### config.mk
export PLATFORM = sky130hd
export DESIGN_NAME = l2_cache_interface
export DESIGN_NICKNAME = d
export VERILOG_FILES = /design/src/design/l2_interface_pkg.sv /design/src/design/load_miss_queue.sv /design/src/design/l2_transfer_control.sv /design/src/design/snoop_way_select.sv /design/src/design/l1_data_update.sv /design/src/design/l2_cache_interface.sv
export SDC_FILE = /design/constraint.sdc
export NUM_CORES = 1
export LEC_CHECK = 0
export BUFFER_PORTS_ARGS = -buffer_cell sky130_fd_sc_hd__buf_2
export CORE_AREA = 8 8 270 272
export DETAILED_ROUTE_END_ITERATION = 6
export DIE_AREA = 0 0 278 280
export GPL_TIMING_DRIVEN = 0
export MAX_ROUTING_LAYER = met4
export PLACE_DENSITY = 0.62
export SETUP_SLACK_MARGIN = 0.1
export SYNTH_ARGS = -nofsm -noshare
export SYNTH_HDL_FRONTEND = slang
export SYNTH_SLANG_ARGS = --single-unit
### constraint.sdc
create_clock -name clk -period 8.1 [get_ports clk]
set_clock_uncertainty 0.15 [all_clocks]
set_input_delay 0.405 -clock clk [delete_from_list [all_inputs] [get_ports clk]]
set_output_delay 0.405 -clock clk [all_outputs]
set_load 0.01 [all_outputs]
### src/design/l2_interface_pkg.sv
//////////////////////////////
// Widths, address fields, cache type and L1 geometry
// shared by the L1 to L2 bridge
//////////////////////////////

`default_nettype none

package l2_interface_pkg;

	// Thread count and L1 geometry for both caches
	localparam int num_threads = 4;
	localparam int l1_ways = 4;
	localparam int l1_sets = 64;
	localparam int cache_line_bytes = 16;

	// Address splits into offset, set index and tag from the bottom up
	localparam int set_lsb = $clog2(cache_line_bytes);
	localparam int tag_lsb = set_lsb + $clog2(l1_sets);

	typedef logic [31:0] scalar_t;
	typedef logic [$clog2(num_threads) - 1:0] thread_idx_t;
	typedef logic [num_threads - 1:0] thread_bitmap_t;
	typedef logic [cache_line_bytes * 8 - 1:0] cache_line_data_t;
	typedef logic [3:0] core_id_t;

	typedef logic [$clog2(l1_sets) - 1:0] l1_set_idx_t;
	typedef logic [31 - tag_lsb:0] l1_tag_t;
	typedef logic [$clog2(l1_ways) - 1:0] l1_way_idx_t;

	// Which L1 a request or response belongs to
	typedef enum logic
	{
		ct_icache,
		ct_dcache
	} cache_type_t;

endpackage

`default_nettype wire

### src/design/load_miss_queue.sv
//////////////////////////////
// Pending load-miss entries per thread, with line collapse,
// request selection and wake-up
//////////////////////////////

`timescale 1ns/1ps
`default_nettype none

module load_miss_queue
	(
		input wire clk,
		input wire reset,

		// Miss strobe from the L1
		input wire cache_miss,
		input wire l2_interface_pkg::scalar_t cache_miss_addr,
		input wire l2_interface_pkg::thread_idx_t cache_miss_thread,

		// Request towards the L2 arbiter
		output logic request_ready,
		output l2_interface_pkg::scalar_t request_addr,
		output l2_interface_pkg::thread_idx_t request_id,
		input wire request_ack,

		// Response from stage 2
		input wire response_valid,
		input wire l2_interface_pkg::thread_idx_t response_id,
		output l2_interface_pkg::thread_bitmap_t wake_bitmap
	);

	localparam int num_entries = l2_interface_pkg::num_threads;

	logic [num_entries - 1:0] entry_valid;
	logic [num_entries - 1:0] entry_pending;
	l2_interface_pkg::scalar_t entry_addr[num_entries];
	l2_interface_pkg::thread_bitmap_t entry_waiting[num_entries];
	logic [num_entries - 1:0] collapse_oh;
	logic collapse;
	l2_interface_pkg::thread_idx_t collapse_idx;
	l2_interface_pkg::thread_idx_t pending_idx;
	logic locked;
	l2_interface_pkg::thread_idx_t locked_idx;
	l2_interface_pkg::scalar_t miss_line;
	l2_interface_pkg::thread_bitmap_t miss_thread_oh;

	assign miss_line = cache_miss_addr
		& ~l2_interface_pkg::scalar_t'(l2_interface_pkg::cache_line_bytes - 1);
	assign miss_thread_oh = l2_interface_pkg::thread_bitmap_t'(1) << cache_miss_thread;

	// An entry freed this cycle takes no collapsed miss
	// because its threads are already being woken
	always_comb
	begin
		for (int i = 0; i < num_entries; i++)
		begin
			collapse_oh[i] = entry_valid[i] && entry_addr[i] == miss_line
				&& !(response_valid && response_id == l2_interface_pkg::thread_idx_t'(i));
		end
	end

	assign collapse = |collapse_oh;

	// Lowest-numbered match and lowest-numbered pending entry
	always_comb
	begin
		collapse_idx = '0;
		pending_idx = '0;
		for (int i = num_entries - 1; i >= 0; i--)
		begin
			if (collapse_oh[i])
				collapse_idx = l2_interface_pkg::thread_idx_t'(i);

			if (entry_pending[i])
				pending_idx = l2_interface_pkg::thread_idx_t'(i);
		end
	end

	// A stalled request keeps its entry until the L2 takes it
	assign request_ready = |entry_pending;
	assign request_id = locked ? locked_idx : pending_idx;
	assign request_addr = entry_addr[request_id];
	assign wake_bitmap = response_valid ? entry_waiting[response_id] : '0;

	always_ff @(posedge clk, posedge reset)
	begin
		if (reset)
		begin
			entry_valid <= '0;
			entry_pending <= '0;
			locked <= 1'b0;
			locked_idx <= '0;
		end
		else
		begin
			if (response_valid)
				entry_valid[response_id] <= 1'b0;

			if (request_ack)
				entry_pending[request_id] <= 1'b0;

			// New line goes into the missing thread's own entry
			if (cache_miss && !collapse)
			begin
				entry_valid[cache_miss_thread] <= 1'b1;
				entry_pending[cache_miss_thread] <= 1'b1;
			end

			locked <= request_ready && !request_ack;
			locked_idx <= request_id;
		end
	end

	always_ff @(posedge clk)
	begin
		if (cache_miss)
		begin
			if (collapse)
				entry_waiting[collapse_idx] <= entry_waiting[collapse_idx] | miss_thread_oh;
			else
			begin
				entry_addr[cache_miss_thread] <= miss_line;
				entry_waiting[cache_miss_thread] <= miss_thread_oh;
			end
		end
	end

endmodule

`default_nettype wire

### src/design/l2_transfer_control.sv
//////////////////////////////
// L2 request arbitration, response stage register and
// decode into tag, data and wake strobes
//////////////////////////////

`timescale 1ns/1ps
`default_nettype none

module l2_transfer_control
	#(parameter l2_interface_pkg::core_id_t CORE_ID = '0)
	(
		input wire clk,
		input wire reset,

		// L2 request port
		output logic l2_request_valid,
		output l2_interface_pkg::cache_type_t l2_request_cache_type,
		output l2_interface_pkg::thread_idx_t l2_request_id,
		output l2_interface_pkg::scalar_t l2_request_address,
		output l2_interface_pkg::core_id_t l2_request_core,
		input wire l2_ready,

		// L2 response port
		input wire l2_response_valid,
		input wire l2_interface_pkg::core_id_t response_core,
		input wire l2_interface_pkg::cache_type_t response_cache_type,
		input wire l2_interface_pkg::thread_idx_t response_id,
		input wire l2_interface_pkg::scalar_t response_address,
		input wire l2_interface_pkg::cache_line_data_t response_data,

		// Miss queues
		input wire dcache_request_ready,
		input wire l2_interface_pkg::scalar_t dcache_request_addr,
		input wire l2_interface_pkg::thread_idx_t dcache_request_id,
		input wire icache_request_ready,
		input wire l2_interface_pkg::scalar_t icache_request_addr,
		input wire l2_interface_pkg::thread_idx_t icache_request_id,
		output logic dcache_request_ack,
		output logic icache_request_ack,
		output logic dcache_response_valid,
		output logic icache_response_valid,
		output l2_interface_pkg::thread_idx_t stage_response_id,

		// Stage 1 snoop and LRU fill
		output logic snoop_en,
		output l2_interface_pkg::l1_set_idx_t snoop_set,
		output logic dcache_lru_fill_en,
		output logic icache_lru_fill_en,
		output l2_interface_pkg::l1_set_idx_t lru_fill_set,

		// Stage 2 way choice and tag writes
		input wire snoop_hit,
		input wire l2_interface_pkg::l1_way_idx_t dcache_update_way,
		input wire l2_interface_pkg::l1_way_idx_t icache_fill_lru,
		output l2_interface_pkg::l1_tag_t stage_tag,
		output l2_interface_pkg::l1_set_idx_t stage_set,
		output logic [l2_interface_pkg::l1_ways - 1:0] dtag_update_en_oh,
		output logic [l2_interface_pkg::l1_ways - 1:0] itag_update_en_oh,
		output l2_interface_pkg::l1_tag_t tag_update_tag,
		output l2_interface_pkg::l1_set_idx_t tag_update_set,

		// Towards the stage 3 data registers
		output logic dcache_data_en,
		output logic icache_data_en,
		output l2_interface_pkg::cache_line_data_t stage_data
	);

	typedef logic [l2_interface_pkg::l1_ways - 1:0] way_oh_t;

	logic send_dcache;
	logic send_icache;
	logic icache_hold;
	logic response_for_me;
	logic stage_valid;
	logic stage_for_me;
	l2_interface_pkg::core_id_t stage_core;
	l2_interface_pkg::cache_type_t stage_cache_type;
	l2_interface_pkg::scalar_t stage_address;

	//////////////////////////////
	// Request arbitration
	//////////////////////////////

	// Data cache wins unless a stalled icache request is still waiting
	assign send_dcache = dcache_request_ready && !icache_hold;
	assign send_icache = !send_dcache && icache_request_ready;

	assign l2_request_valid = send_dcache || send_icache;
	assign l2_request_cache_type = send_dcache ? l2_interface_pkg::ct_dcache
		: l2_interface_pkg::ct_icache;
	assign l2_request_id = send_dcache ? dcache_request_id : icache_request_id;
	assign l2_request_address = send_dcache ? dcache_request_addr : icache_request_addr;
	assign l2_request_core = CORE_ID;
	assign dcache_request_ack = send_dcache && l2_ready;
	assign icache_request_ack = send_icache && l2_ready;

	//////////////////////////////
	// Stage 1
	//////////////////////////////

	assign response_for_me = response_core == CORE_ID;
	assign snoop_en = l2_response_valid && response_cache_type == l2_interface_pkg::ct_dcache;
	assign snoop_set = response_address[l2_interface_pkg::set_lsb
		+: $bits(l2_interface_pkg::l1_set_idx_t)];
	assign dcache_lru_fill_en = snoop_en && response_for_me;
	assign icache_lru_fill_en = l2_response_valid && response_for_me
		&& response_cache_type == l2_interface_pkg::ct_icache;
	assign lru_fill_set = snoop_set;

	always_ff @(posedge clk, posedge reset)
	begin
		if (reset)
		begin
			icache_hold <= 1'b0;
			stage_valid <= 1'b0;
		end
		else
		begin
			icache_hold <= send_icache && !l2_ready;
			stage_valid <= l2_response_valid;
		end
	end

	always_ff @(posedge clk)
	begin
		stage_core <= response_core;
		stage_cache_type <= response_cache_type;
		stage_response_id <= response_id;
		stage_address <= response_address;
		stage_data <= response_data;
	end

	//////////////////////////////
	// Stage 2
	//////////////////////////////

	assign stage_tag = stage_address[l2_interface_pkg::tag_lsb
		+: $bits(l2_interface_pkg::l1_tag_t)];
	assign stage_set = stage_address[l2_interface_pkg::set_lsb
		+: $bits(l2_interface_pkg::l1_set_idx_t)];

	// Only our own load acks fill tags and wake threads
	assign stage_for_me = stage_valid && stage_core == CORE_ID;
	assign dcache_response_valid = stage_for_me
		&& stage_cache_type == l2_interface_pkg::ct_dcache;
	assign icache_response_valid = stage_for_me
		&& stage_cache_type == l2_interface_pkg::ct_icache;

	assign dtag_update_en_oh = dcache_response_valid ? way_oh_t'(1) << dcache_update_way : '0;
	assign itag_update_en_oh = icache_response_valid ? way_oh_t'(1) << icache_fill_lru : '0;
	assign tag_update_tag = stage_tag;
	assign tag_update_set = stage_set;

	// Another core's line still refreshes a copy we hold
	assign dcache_data_en = dcache_response_valid || (stage_valid && snoop_hit
		&& stage_cache_type == l2_interface_pkg::ct_dcache);
	assign icache_data_en = icache_response_valid;

endmodule

`default_nettype wire

### src/design/snoop_way_select.sv
//////////////////////////////
// Data-cache snoop compare and update-way choice
//////////////////////////////

`timescale 1ns/1ps
`default_nettype none

module snoop_way_select
	(
		input wire l2_interface_pkg::l1_tag_t stage_tag,
		input wire snoop_valid[l2_interface_pkg::l1_ways],
		input wire l2_interface_pkg::l1_tag_t snoop_tag[l2_interface_pkg::l1_ways],
		input wire l2_interface_pkg::l1_way_idx_t dcache_fill_lru,
		output logic snoop_hit,
		output l2_interface_pkg::l1_way_idx_t update_way
	);

	logic [l2_interface_pkg::l1_ways - 1:0] hit_oh;
	l2_interface_pkg::l1_way_idx_t hit_way;

	genvar way_idx;
	generate
		for (way_idx = 0; way_idx < l2_interface_pkg::l1_ways; way_idx++)
		begin : way_compare_gen
			assign hit_oh[way_idx] = snoop_valid[way_idx]
				&& snoop_tag[way_idx] == stage_tag;
		end
	endgenerate

	// A line sits in one way at most, so OR the indices together
	always_comb
	begin
		hit_way = '0;
		for (int i = 0; i < l2_interface_pkg::l1_ways; i++)
		begin
			if (hit_oh[i])
				hit_way = hit_way | l2_interface_pkg::l1_way_idx_t'(i);
		end
	end

	assign snoop_hit = |hit_oh;

	// Refresh the resident line, else fill the LRU way
	assign update_way = snoop_hit ? hit_way : dcache_fill_lru;

endmodule

`default_nettype wire

### src/design/l1_data_update.sv
//////////////////////////////
// Stage 3 registers for both L1 data memory writes
//////////////////////////////

`timescale 1ns/1ps
`default_nettype none

module l1_data_update
	(
		input wire clk,
		input wire reset,

		// From stage 2
		input wire dcache_data_en,
		input wire icache_data_en,
		input wire l2_interface_pkg::l1_way_idx_t dcache_way,
		input wire l2_interface_pkg::l1_way_idx_t icache_way,
		input wire l2_interface_pkg::l1_set_idx_t stage_set,
		input wire l2_interface_pkg::cache_line_data_t stage_data,

		// Data cache write
		output logic ddata_update_en,
		output l2_interface_pkg::l1_way_idx_t ddata_update_way,
		output l2_interface_pkg::l1_set_idx_t ddata_update_set,
		output l2_interface_pkg::cache_line_data_t ddata_update_data,

		// Instruction cache write
		output logic idata_update_en,
		output l2_interface_pkg::l1_way_idx_t idata_update_way,
		output l2_interface_pkg::l1_set_idx_t idata_update_set,
		output l2_interface_pkg::cache_line_data_t idata_update_data
	);

	// Data lands one cycle after the tag so a load never sees
	// a new tag with stale data
	always_ff @(posedge clk, posedge reset)
	begin
		if (reset)
		begin
			ddata_update_en <= 1'b0;
			idata_update_en <= 1'b0;
		end
		else
		begin
			ddata_update_en <= dcache_data_en;
			idata_update_en <= icache_data_en;
		end
	end

	// Payload only loads on a write
	always_ff @(posedge clk)
	begin
		if (dcache_data_en)
		begin
			ddata_update_way <= dcache_way;
			ddata_update_set <= stage_set;
			ddata_update_data <= stage_data;
		end

		if (icache_data_en)
		begin
			idata_update_way <= icache_way;
			idata_update_set <= stage_set;
			idata_update_data <= stage_data;
		end
	end

endmodule

`default_nettype wire

### src/design/l2_cache_interface.sv
//////////////////////////////
// Top level of the L1 to L2 load-miss bridge
//////////////////////////////

`timescale 1ns/1ps
`default_nettype none

module l2_cache_interface
	#(parameter l2_interface_pkg::core_id_t CORE_ID = '0)
	(
		input wire clk,
		input wire reset,

		// L2 request port
		output logic l2_request_valid,
		output l2_interface_pkg::cache_type_t l2_request_cache_type,
		output l2_interface_pkg::thread_idx_t l2_request_id,
		output l2_interface_pkg::scalar_t l2_request_address,
		output l2_interface_pkg::core_id_t l2_request_core,
		input wire l2_ready,

		// L2 response port
		input wire l2_response_valid,
		input wire l2_interface_pkg::core_id_t response_core,
		input wire l2_interface_pkg::cache_type_t response_cache_type,
		input wire l2_interface_pkg::thread_idx_t response_id,
		input wire l2_interface_pkg::scalar_t response_address,
		input wire l2_interface_pkg::cache_line_data_t response_data,

		// L1 misses
		input wire dcache_miss,
		input wire l2_interface_pkg::scalar_t dcache_miss_addr,
		input wire l2_interface_pkg::thread_idx_t dcache_miss_thread,
		input wire icache_miss,
		input wire l2_interface_pkg::scalar_t icache_miss_addr,
		input wire l2_interface_pkg::thread_idx_t icache_miss_thread,

		// L1 tag memories
		output logic snoop_en,
		output l2_interface_pkg::l1_set_idx_t snoop_set,
		input wire snoop_valid[l2_interface_pkg::l1_ways],
		input wire l2_interface_pkg::l1_tag_t snoop_tag[l2_interface_pkg::l1_ways],
		input wire l2_interface_pkg::l1_way_idx_t dcache_fill_lru,
		input wire l2_interface_pkg::l1_way_idx_t icache_fill_lru,
		output logic dcache_lru_fill_en,
		output logic icache_lru_fill_en,
		output l2_interface_pkg::l1_set_idx_t lru_fill_set,
		output logic [l2_interface_pkg::l1_ways - 1:0] dtag_update_en_oh,
		output logic [l2_interface_pkg::l1_ways - 1:0] itag_update_en_oh,
		output l2_interface_pkg::l1_tag_t tag_update_tag,
		output l2_interface_pkg::l1_set_idx_t tag_update_set,

		// L1 data memories
		output logic ddata_update_en,
		output l2_interface_pkg::l1_way_idx_t ddata_update_way,
		output l2_interface_pkg::l1_set_idx_t ddata_update_set,
		output l2_interface_pkg::cache_line_data_t ddata_update_data,
		output logic idata_update_en,
		output l2_interface_pkg::l1_way_idx_t idata_update_way,
		output l2_interface_pkg::l1_set_idx_t idata_update_set,
		output l2_interface_pkg::cache_line_data_t idata_update_data,

		// Thread wake-up
		output l2_interface_pkg::thread_bitmap_t dcache_wake_bitmap,
		output l2_interface_pkg::thread_bitmap_t icache_wake_bitmap
	);

	logic dcache_request_ready;
	l2_interface_pkg::scalar_t dcache_request_addr;
	l2_interface_pkg::thread_idx_t dcache_request_id;
	logic dcache_request_ack;
	logic icache_request_ready;
	l2_interface_pkg::scalar_t icache_request_addr;
	l2_interface_pkg::thread_idx_t icache_request_id;
	logic icache_request_ack;
	logic dcache_response_valid;
	logic icache_response_valid;
	l2_interface_pkg::thread_idx_t stage_response_id;
	logic snoop_hit;
	l2_interface_pkg::l1_way_idx_t dcache_update_way;
	l2_interface_pkg::l1_tag_t stage_tag;
	l2_interface_pkg::l1_set_idx_t stage_set;
	logic dcache_data_en;
	logic icache_data_en;
	l2_interface_pkg::cache_line_data_t stage_data;

	load_miss_queue dcache_miss_queue(
		.clk(clk),
		.reset(reset),
		.cache_miss(dcache_miss),
		.cache_miss_addr(dcache_miss_addr),
		.cache_miss_thread(dcache_miss_thread),
		.request_ready(dcache_request_ready),
		.request_addr(dcache_request_addr),
		.request_id(dcache_request_id),
		.request_ack(dcache_request_ack),
		.response_valid(dcache_response_valid),
		.response_id(stage_response_id),
		.wake_bitmap(dcache_wake_bitmap));

	load_miss_queue icache_miss_queue(
		.clk(clk),
		.reset(reset),
		.cache_miss(icache_miss),
		.cache_miss_addr(icache_miss_addr),
		.cache_miss_thread(icache_miss_thread),
		.request_ready(icache_request_ready),
		.request_addr(icache_request_addr),
		.request_id(icache_request_id),
		.request_ack(icache_request_ack),
		.response_valid(icache_response_valid),
		.response_id(stage_response_id),
		.wake_bitmap(icache_wake_bitmap));

	// Arbiter, response stages and strobe decode
	l2_transfer_control #(.CORE_ID(CORE_ID)) l2_transfer_control(.*);

	snoop_way_select snoop_way_select(
		.update_way(dcache_update_way),
		.*);

	l1_data_update l1_data_update(
		.dcache_way(dcache_update_way),
		.icache_way(icache_fill_lru),
		.*);

endmodule

`default_nettype wire

==> impl_metrics.py, run 1 <==
metrics = {
    "power_and_ir_drop": {
        "power.density_mw_per_mm2": 264.4,
        "leakagePower_uw": 0.01445,
        "peakVddDrop_mv": 0.2626,
        "power.total_uw": 9818,
    },
    "sta": {
        "fin_tns_setup_ns": 0,
        "slew_headroom_pct": 16.93,
        "setup_viol": 0,
        "finalHoldViolations": 0,
        "max_slew.worst_pin.slew_ns": 1.246,
        "maxSlewViolCount": 0,
        "min_period_ns": 4.310,
        "rsz0062_at_grt": "false",
        "min_period_over_period_pct": 53.21,
        "clock.fmax_ghz": 0.2320,
    },
    "critical_path": {
        "rr_worst_depth": 11,
        "cp-start-kind": "register",
        "worstSetupPathType": "reg -> out",
        "cp_data_required_time_ns": 7.55,
        "worstSetupEndpointType": "output port",
        "critPathArrivalTime_ns": 3.76,
        "crit_fanout": 10,
    },
    "floorplanning": {
        "fp.dieW_um": 278,
        "initial_utilization_pct": 39.43,
        "num_rows": 97,
        "io_pins": 710,
        "die_h_um": 280,
        "coreArea_mm2": 0.06894,
        "die_area_mm2": 0.07784,
    },
    "synthesis": {
        "async_flop_share_pct": 3.626,
        "syn_inst": 1896,
        "syn_area_mm2": 0.02718,
        "synth_top_area_share_pct": 58.33,
        "post_synth.cell_area_avg_um2": 14.34,
        "yosysUniqueCellTypes": 77,
        "ys_warn_count": 0,
        "ys_seq_elements": 717,
        "synth_ff_type": "edfxtp_1",
        "seq_area_frac_synth_pct": 72.73,
        "synth_area_leaders": "edfxtp_1 58%, dfxtp_1 12%, xnor2_1 6.1%",
        "synth_edf_count": 528,
        "yosysTopAreaCell": "edfxtp_1",
    },
    "placed_design": {
        "numPortBuffers": 687,
        "dp_cells": 3496,
        "gp_congestion": 0.9988,
        "placed_cell_area_mm2": 0.03217,
        "dp_hpwl_um": 79720,
    },
    "clocking": {
        "cts_made_buffers": 75,
        "postCtsHoldBufs": 228,
        "cts_resized": 0,
        "cts_tree": "done",
        "cts_max_path_buffers": 3,
        "cts_sinks": 717,
        "postCtsSetupRepairBufs": 0,
        "cts-root-buf": "clkbuf_16",
        "htreeDepth": 3,
        "clk_pin_slew_ns": 0.06,
        "clk_latency_ns": 0.63,
    },
    "cells_and_area": {
        "area_delta_synth_final_pct": 36.64,
        "n_fill_cell": 5811,
        "postLayoutCellArea_mm2": 0.03714,
        "drive_gt1_share_pct": 30.32,
        "final_util_pct": 53.87,
        "fin_nets": 3247,
        "fin_cells": 3883,
    },
    "global_routing": {
        "grt_pass1_wl_um": 145500,
        "antenna_found_initial": 32,
        "grt_pass1_vias": 20280,
        "grtUsageMet2_pct": 43.91,
        "grt_use_total_pct": 26.25,
        "grt_max_degree": 93,
        "grt_util_met1_pct": 32.06,
        "grt_util_met3_pct": 5.520,
        "overflow": 0,
        "busiest_layer": "met2",
    },
    "detailed_routing": {
        "vias": 19840,
        "drc": 0,
        "viasPerCell": 5.110,
        "avgRoutedWirePerCell_um": 26.48,
        "ant_nets": 0,
        "drt_iter0_drc": 1939,
        "drt-pass1-iter-count": 6,
        "routed_wl_um": 102800,
    },
    "min_path": {
        "hold_depth": 3,
        "hp-class": "in -> reg",
    },
    "outcome": {
        "status": "finished clean",
    },
    "flow_run": {
        "drv_cap": 0,
    },
}
## cells in the mapped netlist (3+ instances only)
master and count:
nand4b_1 6, nand4_1 55, o21a_1 6, buf_1 4, edfxtp_1 528, dfxtp_1 163, clkbuf_1 55, nand2_1 274
buf_4 23, and2_1 6, or2_1 3, nor4b_1 3, dfrtp_1 26, or4_1 3, and3_1 16, mux2_2 4
inv_1 15, nand2b_1 7, xnor2_1 188, nand3_1 125, mux4_2 8, o21ai_1 7, and4_1 3, a21o_1 3
nor4_2 3, nor2_1 29, o31ai_1 3, nor2b_1 5, nor4_1 39, nor3_1 8, o21ai_0 71, or3_1 7
a21oi_1 15, a211oi_1 6, xor2_1 124
## flip-flops by register name, indices dropped and copies added, names as in the netlist, 2 cells and up
register	count
icache_miss_queue.entry_valid	4
l2_transfer_control.stage_data	128
icache_miss_queue.entry_waiting	16
dcache_miss_queue.entry_valid	4
icache_miss_queue.locked_idx	2
l1_data_update.idata_update_data	128
l1_data_update.ddata_update_set	6
icache_miss_queue.entry_addr	112
icache_miss_queue.entry_pending	4
l1_data_update.idata_update_way	2
l1_data_update.ddata_update_way	2
dcache_miss_queue.entry_waiting	16
l2_transfer_control.stage_response_id	2
dcache_miss_queue.entry_addr	112
dcache_miss_queue.entry_pending	4
l1_data_update.idata_update_set	6
l1_data_update.ddata_update_data	128
dcache_miss_queue.locked_idx	2
l2_transfer_control.stage_address	28
l2_transfer_control.stage_core	4
## stage by stage
step	setup WS, ns	hold slack [ns]
finish	3.790	0.1043
global route	3.652	0.1095
CTS	3.799	0.05888
detailed placement	3.993	0.2603
global placement	-0.2810	0.2544
floorplan	2.566	0.2537
## per-layer routing
metal  vias up  share of wire (%)
li1       8883                  -
met1      9815                 40
met2       975                 50
met3       168                7.5
met4         0                3.0
met5         -                  0
## cell families (layout without fill, tap and decap cells)
logic type             after synthesis  in the layout  synth area share, %
flip-flops                         717            717                72.73
AND/OR/NAND/NOR                    612            612                11.22
XOR/XNOR                           312            312                10.05
AO/OA/AOI/OAI                      138            138                3.310
buffers and inverters              103           1172                1.805
multiplexers                        13             13               0.8654
other                                1             28              0.01380
## final timing paths
kind	end	startpoint	slack, ns
worst max-delay path	l2_request_address[16]	icache_miss_queue.entry_pending[0]$_DFF_PP0_	3.79
worst min register to register	l1_data_update.idata_update_data[19]$_DFFE_PP_	l2_transfer_control.stage_data[19]$_DFF_P_	0.25
max in group asynchronous	l2_transfer_control.stage_valid$_DFF_PP0_	reset	6.53
worst max register to register	l1_data_update.ddata_update_data[112]$_DFFE_PP_	l2_transfer_control.stage_address[26]$_DFF_P_	3.94
min in group asynchronous	l1_data_update.idata_update_en$_DFF_PP0_	reset	0.52
worst min-delay path	dcache_miss_queue.entry_pending[2]$_DFF_PP0_	dcache_miss_thread[1]	0.10
## critical path, cell delays in order (launching register included)
cell	delay (ns)
dfrtp_1	0.41
o41a_1	0.54
inv_1	0.14
clkbuf_1	0.46
buf_1	0.48
nand2_1	0.11
nand3_1	0.09
o21ai_0	0.25
o21ai_0	0.41
buf_2	0.21
## area by class of cell
| type | count | area, um2 | share of cell area, % |
|---|---|---|---|
| antenna | 20 | 50.05 | 0.1348 |
| buffer | 86 | 426.7 | 1.149 |
| clock buffer | 93 | 2006 | 5.401 |
| clock inverter | 46 | 628.1 | 1.691 |
| inverter | 17 | 68.82 | 0.1853 |
| multi-input combinational | 1083 | 7012 | 18.88 |
| sequential | 717 | 19770 | 53.23 |
| tap | 891 | 1115 | 3.002 |
| timing repair buffer | 930 | 6063 | 16.33 |
## cell usage in the layout (no fill, tap or decap), drive strengths merged, types with 6 or more instances in the layout
cell / synthesis / routed
buf: 31 / 733
edfxtp: 528 / 528
nand2: 275 / 275
dlygate4sd3: 0 / 228
xnor2: 188 / 188
dfxtp: 163 / 163
clkbuf: 55 / 148
nand3: 126 / 126
xor2: 124 / 124
o21ai: 80 / 80
nand4: 56 / 56
nor4: 44 / 44
clkinv: 1 / 31
nor2: 30 / 30
dfrtp: 26 / 26
inv: 16 / 21
diode: 0 / 20
and3: 16 / 16
a21oi: 15 / 15
bufinv: 0 / 10
nor3: 9 / 9
mux4: 8 / 8
conb: 1 / 8
nand2b: 7 / 7
or3: 7 / 7
o21a: 7 / 7
a211oi: 7 / 7
and2: 6 / 6
nand4b: 6 / 6
nor2b: 6 / 6
## where the power goes
part	switching (uW)	internal, uW	total (uW)	leakage (uW)
clock network	1520	2120	3640	0.00130
logic	1340	633	1970	0.00670
registers	111	4090	4200	0.00646
total	2970	6850	9820	0.0144
Note: power is estimated with default switching activity, not from simulation.
==> inputs of run 2 (changes only) <==
- clock period: 8.1 -> 3.5 ns (I/O delays scaled with it)
==> impl_metrics.py, run 2 (synthesis results as in run 1) <==
metrics = {
    "outcome": {
        "status": "finished clean",
    },
    "floorplanning": {
        "num_rows": 97,
        "coreArea_mm2": 0.06894,
        "io_pins": 710,
        "die_h_um": 280,
        "die_area_mm2": 0.07784,
        "initial_utilization_pct": 39.43,
        "fp.dieW_um": 278,
    },
    "detailed_routing": {
        "vias": 20320,
        "avgRoutedWirePerCell_um": 26.39,
        "wl_met3_um": 8688,
        "drt_iter0_drc": 1813,
        "ant_nets": 0,
        "drc": 0,
        "routed_wl_um": 104100,
        "drt-pass1-iter-count": 5,
        "wl_met2_um": 51590,
        "viasPerCell": 5.153,
        "maxUsedRoutingLayer": "met4",
        "wl_met1_um": 40240,
    },
    "cells_and_area": {
        "area_delta_synth_final_pct": 40.19,
        "drive_gt1_share_pct": 33.27,
        "top_regs": "l1_data_update.ddata_update_data (128), l1_data_update.idata_update_data (128), l2_transfer_control.stage_data (128)",
        "layout_common_cells": "692 x buf_2, 528 x edfxtp_1, 274 x nand2_1",
        "final_util_pct": 55.27,
        "multi_input_area_mm2": 0.007189,
        "final_common_cell": "buf_2",
        "n_fill_cell": 5669,
        "register_area_mm2": 0.01982,
        "fin_nets": 3301,
    },
    "sta": {
        "hold_slack_ns": 0.04303,
        "setup_viol": 0,
        "clock.fmax_ghz": 0.2983,
        "max_slew.worst_pin.slew_ns": 1.197,
        "min_period_over_period_pct": 95.77,
        "min_period_ns": 3.352,
        "fin_tns_setup_ns": 0,
        "slew_headroom_pct": 20.21,
        "maxSlewViolCount": 0,
        "rsz0062_at_grt": "true",
        "worst_slack_ns": 0.1482,
        "finalHoldViolations": 0,
    },
    "global_routing": {
        "grt_pass1_vias": 20500,
        "grt_use_total_pct": 26.50,
        "overflow": 0,
        "grt_pass1_wl_um": 147300,
        "antenna_found_initial": 34,
        "grt_max_degree": 42,
    },
    "power_and_ir_drop": {
        "peakVddDrop_mv": 0.7010,
        "power.density_mw_per_mm2": 612.5,
        "leakagePower_uw": 0.01488,
    },
    "critical_path": {
        "crit_fanout": 10,
        "cp_cell_sequence": "nor2_1 > o41a_1 > buf_4 > clkbuf_1 > nand2_1 > nand2_1 > o21ai_0 > o21ai_1 > buf_2",
        "crit_buf_inv": 3,
        "cp_top_family": "compound AO/OA/AOI/OAI gates",
        "cp-start-kind": "register",
        "critPathArrivalTime_ns": 3.03,
        "cpMostUsedCell": "nand2_1",
        "worstSetupPathType": "reg -> out",
        "worstSetupEndpointType": "output port",
        "cp_slowest_stage_delay_ns": 0.51,
        "cp_data_required_time_ns": 3.17,
        "slowest_stage": "o41a_1",
    },
    "placed_design": {
        "dp_hpwl_um": 79350,
        "dp_slack_ns": -0.4124,
        "gp_congestion": 0.9985,
        "numPortBuffers": 687,
    },
    "clocking": {
        "clk_latency_ns": 0.64,
        "cts-root-buf": "clkbuf_16",
        "clk_pin_slew_ns": 0.07,
        "cts_made_buffers": 77,
        "htreeDepth": 3,
        "cts_max_path_buffers": 3,
        "cts_tree": "done",
        "cts_sinks": 717,
    },
    "flow_run": {
        "drv_cap": 0,
    },
    "min_path": {
        "hp-class": "in -> reg",
    },
}
[run 2: per-layer routing]
layer | global-route usage [%] | vias to the layer above
met5 | - | -
met1 | 32.28 | 10060
li1 | - | 9018
met4 | 7.968 | 0
met2 | 44.03 | 1060
met3 | 6.102 | 181
[run 2: worst paths after layout]
| kind | start | to | slack, ns | cells after the start |
|---|---|---|---|---|
| hold reg to reg | l2_transfer_control.stage_data[27]$_DFF_P_ | l1_data_update.ddata_update_data[27]$_DFFE_PP_ | 0.28 | 0 |
| min in group asynchronous | reset | l1_data_update.idata_update_en$_DFF_PP0_ | 0.26 | 3 |
| setup reg to reg | l2_transfer_control.stage_core[0]$_DFF_P_ | dcache_miss_queue.entry_addr[1][9]$_DFFE_PP_ | 0.22 | 7 |
| hold / removal | response_data[1] | l2_transfer_control.stage_data[1]$_DFF_P_ | 0.04 | 2 |
| setup / recovery | icache_miss_queue.entry_pending[3]$_DFF_PP0_ | l2_request_address[21] | 0.15 | 9 |
| max in group asynchronous | reset | icache_miss_queue.entry_pending[0]$_DFF_PP0_ | 2.18 | 3 |
[run 2: cell type report]
class,instances,area share (%)
Tap cell,891,2.926
Clock buffer,95,5.563
Timing Repair inverter,1,0.01313
Antenna cell,26,0.1708
Sequential cell,717,52.01
Multi-Input combinational cell,1083,18.87
Timing Repair Buffer,982,17.19
Clock inverter,47,1.819
Inverter,17,0.1905
Buffer,85,1.241
[run 2: repair_timing]
item                                    in CTS  in global routing
endpoints found under the hold margin      516                  1
hold buffers                               252                  1
gates resized for setup                     58                 35
setup buffers                                7                 18
cloned                                       1                  0
endpoints found under the setup margin     290                165
pin swaps                                    4                  6
[run 2: worst register-to-register path, stage by stage, from the launching register on]
cell and delay, ns:
dfxtp_1 0.45, or4b_4 0.64, o21ai_2 0.27, nor4_4 0.12, a2bb2oi_4 0.27, nand4_4 0.25, nor2_4 0.58, buf_16 0.25
[run 2: power by group]
group	leakage [uW]	switching [uW]	internal [uW]
logic	0.00706	3110	1580
clock network	0.00136	3620	5300
registers	0.00646	262	9470
[run 2: through the flow]
step	cells	area, um2	total power (uW)
6_report	3944	38100	23340
5_1_grt	3940	38090	24130
4_1_cts	3899	37810	23350
3_5_place_dp	3498	32260	14090
3_3_place_gp	3481	31870	14040
2_1_floorplan	1903	27310	11940
==> inputs of run 3 (changes only) <==
- CORE_AREA: 8 8 270 272 -> 8 8 271 273
- DIE_AREA: 0 0 278 280 -> 0 0 279 281
- SYNTH_HIERARCHICAL: unset -> 1
==> impl_metrics.py, run 3 <==
metrics = {
    "critical_path": {
        "critPathArrivalTime_ns": 3.54,
        "r2r_setup_slack_ns": 0.15,
        "worstSetupPathType": "reg -> reg",
        "worstSetupEndpointType": "register",
        "r2r_end": "icache_miss_queue/entry_addr[3][5]$_DFFE_PP_",
        "cp-start-kind": "register",
        "crit_fanout": 14,
        "regToRegStartpoint": "l2_transfer_control/stage_core[1]$_DFF_P_",
        "rr_worst_depth": 13,
        "cp_data_required_time_ns": 3.69,
        "crit_start": "l2_transfer_control/stage_core[1]$_DFF_P_",
    },
    "synthesis": {
        "netlist_top_cells_count": "528 x edfxtp_1, 255 x nand2_1, 165 x xnor2_1",
        "yosysTopAreaCell": "edfxtp_1",
        "synth_edf_count": 528,
        "syn_area_mm2": 0.02743,
        "synth_area_leaders": "edfxtp_1 58%, dfxtp_1 12%, xnor2_1 5.3%",
        "synth_top_area_share_pct": 57.80,
        "ys_warn_count": 6,
        "ys_seq_elements": 717,
        "synth.most_common_cell": "edfxtp_1",
        "yosysUniqueCellTypes": 68,
        "syn_inst": 1848,
        "seq_area_frac_synth_pct": 72.07,
        "async_flop_share_pct": 3.626,
        "post_synth.cell_area_avg_um2": 14.84,
        "synth_ff_type": "edfxtp_1",
    },
    "cells_and_area": {
        "fin_nets": 3258,
        "multi_input_area_mm2": 0.007348,
        "n_fill_cell": 5688,
        "fin_cells": 3936,
        "top_regs": "l1_data_update/ddata_update_data (128), l1_data_update/idata_update_data (128), l2_transfer_control/stage_data (128)",
        "layout_common_cells": "704 x buf_2, 528 x edfxtp_1, 254 x nand2_1",
        "drive_gt1_share_pct": 37.40,
        "final_util_pct": 55.45,
        "register_area_mm2": 0.01979,
        "final_common_cell": "buf_2",
        "postLayoutCellArea_mm2": 0.03842,
        "area_delta_synth_final_pct": 40.07,
    },
    "min_path": {
        "hp-class": "in -> reg",
        "hold_end": "l2_transfer_control/stage_data[99]$_DFF_P_",
        "min_from": "response_data[99]",
        "hold_depth": 2,
    },
    "detailed_routing": {
        "routed_wl_um": 105400,
        "drc": 0,
        "viasPerCell": 5.018,
        "avgRoutedWirePerCell_um": 26.77,
        "drt_iter0_drc": 1742,
        "vias": 19750,
        "ant_nets": 0,
        "drt-pass1-iter-count": 5,
    },
    "sta": {
        "worst_slack_ns": 0.1521,
        "slew_headroom_pct": 46.78,
        "clock.fmax_ghz": 0.2987,
        "max_slew.worst_pin.slew_ns": 0.7984,
        "rsz0062_at_grt": "true",
        "setup_viol": 0,
        "hold_slack_ns": 0.03189,
        "maxSlewViolCount": 0,
        "min_period_over_period_pct": 95.65,
        "finalHoldViolations": 0,
        "min_period_ns": 3.348,
    },
    "clocking": {
        "clk_latency_ns": 0.63,
        "cts_made_buffers": 77,
        "cts_tree": "done",
        "cts_max_path_buffers": 3,
        "clk_pin_slew_ns": 0.06,
        "cts_sinks": 717,
        "cts-root-buf": "clkbuf_16",
        "htreeDepth": 3,
    },
    "placed_design": {
        "dp_hpwl_um": 78770,
        "dp_cells": 3495,
        "gp_congestion": 0.9977,
        "numPortBuffers": 689,
        "placed_cell_area_mm2": 0.03241,
        "dp_slack_ns": -1.396,
    },
    "global_routing": {
        "grt_pass1_vias": 20230,
        "antenna_found_initial": 19,
        "grt_util_met3_pct": 5.827,
        "grtUsageMet2_pct": 44.90,
        "grt_max_degree": 32,
        "busiest_layer": "met2",
        "grt_util_met1_pct": 32.16,
        "overflow": 0,
        "grt_pass1_wl_um": 146700,
        "grt_use_total_pct": 26.61,
    },
    "outcome": {
        "status": "finished clean",
    },
    "power_and_ir_drop": {
        "power.density_mw_per_mm2": 604.4,
        "swShare_pct": 30.07,
        "peakVddDrop_mv": 0.5678,
        "power_frac_seq_pct": 41.9,
        "combPwrFrac_pct": 22.7,
        "p_int_uw": 16240,
        "p_switching_uw": 6983,
        "clkPwrFrac_pct": 35.4,
        "leakagePower_uw": 0.01500,
    },
    "floorplanning": {
        "num_rows": 97,
        "coreArea_mm2": 0.06930,
        "initial_utilization_pct": 39.58,
        "fp.dieW_um": 279,
        "die_h_um": 281,
        "die_area_mm2": 0.07840,
        "io_pins": 710,
    },
    "flow_run": {
        "drv_cap": 0,
    },
}
[run 3: final cells by class]
class / count / share of cell area [%]
diodes: 12 / 0.07815
repair buffers: 976 / 17.22
flip-flops and latches: 717 / 51.51
clock buffers: 105 / 5.549
multi-input cells: 1018 / 19.12
plain buffers: 112 / 2.100
well taps: 940 / 3.061
clock inverters: 37 / 1.172
inverters: 19 / 0.1856
[run 3: worst max path at each step]
stage	endpoint	slack, ns	cells after the start
2_1_floorplan	icache_miss_queue/entry_addr[0][0]$_DFFE_PP_	-1.86	12
3_3_place_gp	icache_miss_queue/entry_addr[0][19]$_DFFE_PP_	-3.87	12
3_5_place_dp	icache_miss_queue/entry_addr[3][17]$_DFFE_PP_	-1.40	13
4_1_cts	l2_request_address[20]	0.01	8
5_1_grt	icache_miss_queue/entry_addr[3][5]$_DFFE_PP_	0.06	13
6_report	icache_miss_queue/entry_addr[3][5]$_DFFE_PP_	0.15	13
[run 3: cell families (layout without fill, tap and decap cells)]
| family | Yosys count | after routing | share of synthesized area (%) |
|---|---|---|---|
| mux | 58 | 58 | 2.700 |
| xor+xnor | 312 | 312 | 10.02 |
| buf+inv | 132 | 1249 | 2.819 |
| compound gates | 125 | 126 | 3.029 |
| other cells | 3 | 24 | 0.04105 |
| flops | 717 | 717 | 72.07 |
| simple gates | 501 | 510 | 9.328 |
[run 3: metal layers]
metal,vias up,part of all wire (%)
met1,9855,39
met5,-,0
met4,0,2.9
li1,8829,-
met2,897,50
met3,170,7.5
[run 3: power by group through the flow]
| stage | clock (uW) | combinational, uW | sequential, uW |
|---|---|---|---|
| CTS | 8380 | 5060 | 9720 |
| detailed placement | 0 | 4560 | 9900 |
| global route | 8740 | 5490 | 9760 |
| global placement | 0 | 4530 | 9890 |
| finish | 8230 | 5260 | 9730 |
| floorplan | 0 | 2360 | 9830 |
[run 3: worst max-delay path, cell delays in order (launching register included)]
cell and delay (ns):
dfxtp_1 0.30, or4_4 0.55, buf_12 0.15, nor2_4 0.14, buf_12 0.14, nand2b_1 0.10, o21ai_2 0.20, or4_4 0.17
or2_1 0.11, nand3b_1 0.12, or2_4 0.29, buf_12 0.16, nor2_4 0.16, bufbuf_16 0.31
[run 3: per-stage QoR]
step | total power (uW) | TNS (ns)
after floorplan | 12200 | -342.22
after global placement | 14420 | -1150.89
after detailed placement | 14460 | -294.54
after CTS | 23150 | 0
after global routing | 23980 | 0
final | 23220 | 0
[run 3: repair_timing]
action                                  CTS  global route
setup buffers                            35             4
hold buffers                            237             0
hold endpoints to repair                465             0
endpoints found under the setup margin  402           189
resized for setup                        71            62
pin swaps                                26             4
cloned                                   12             0
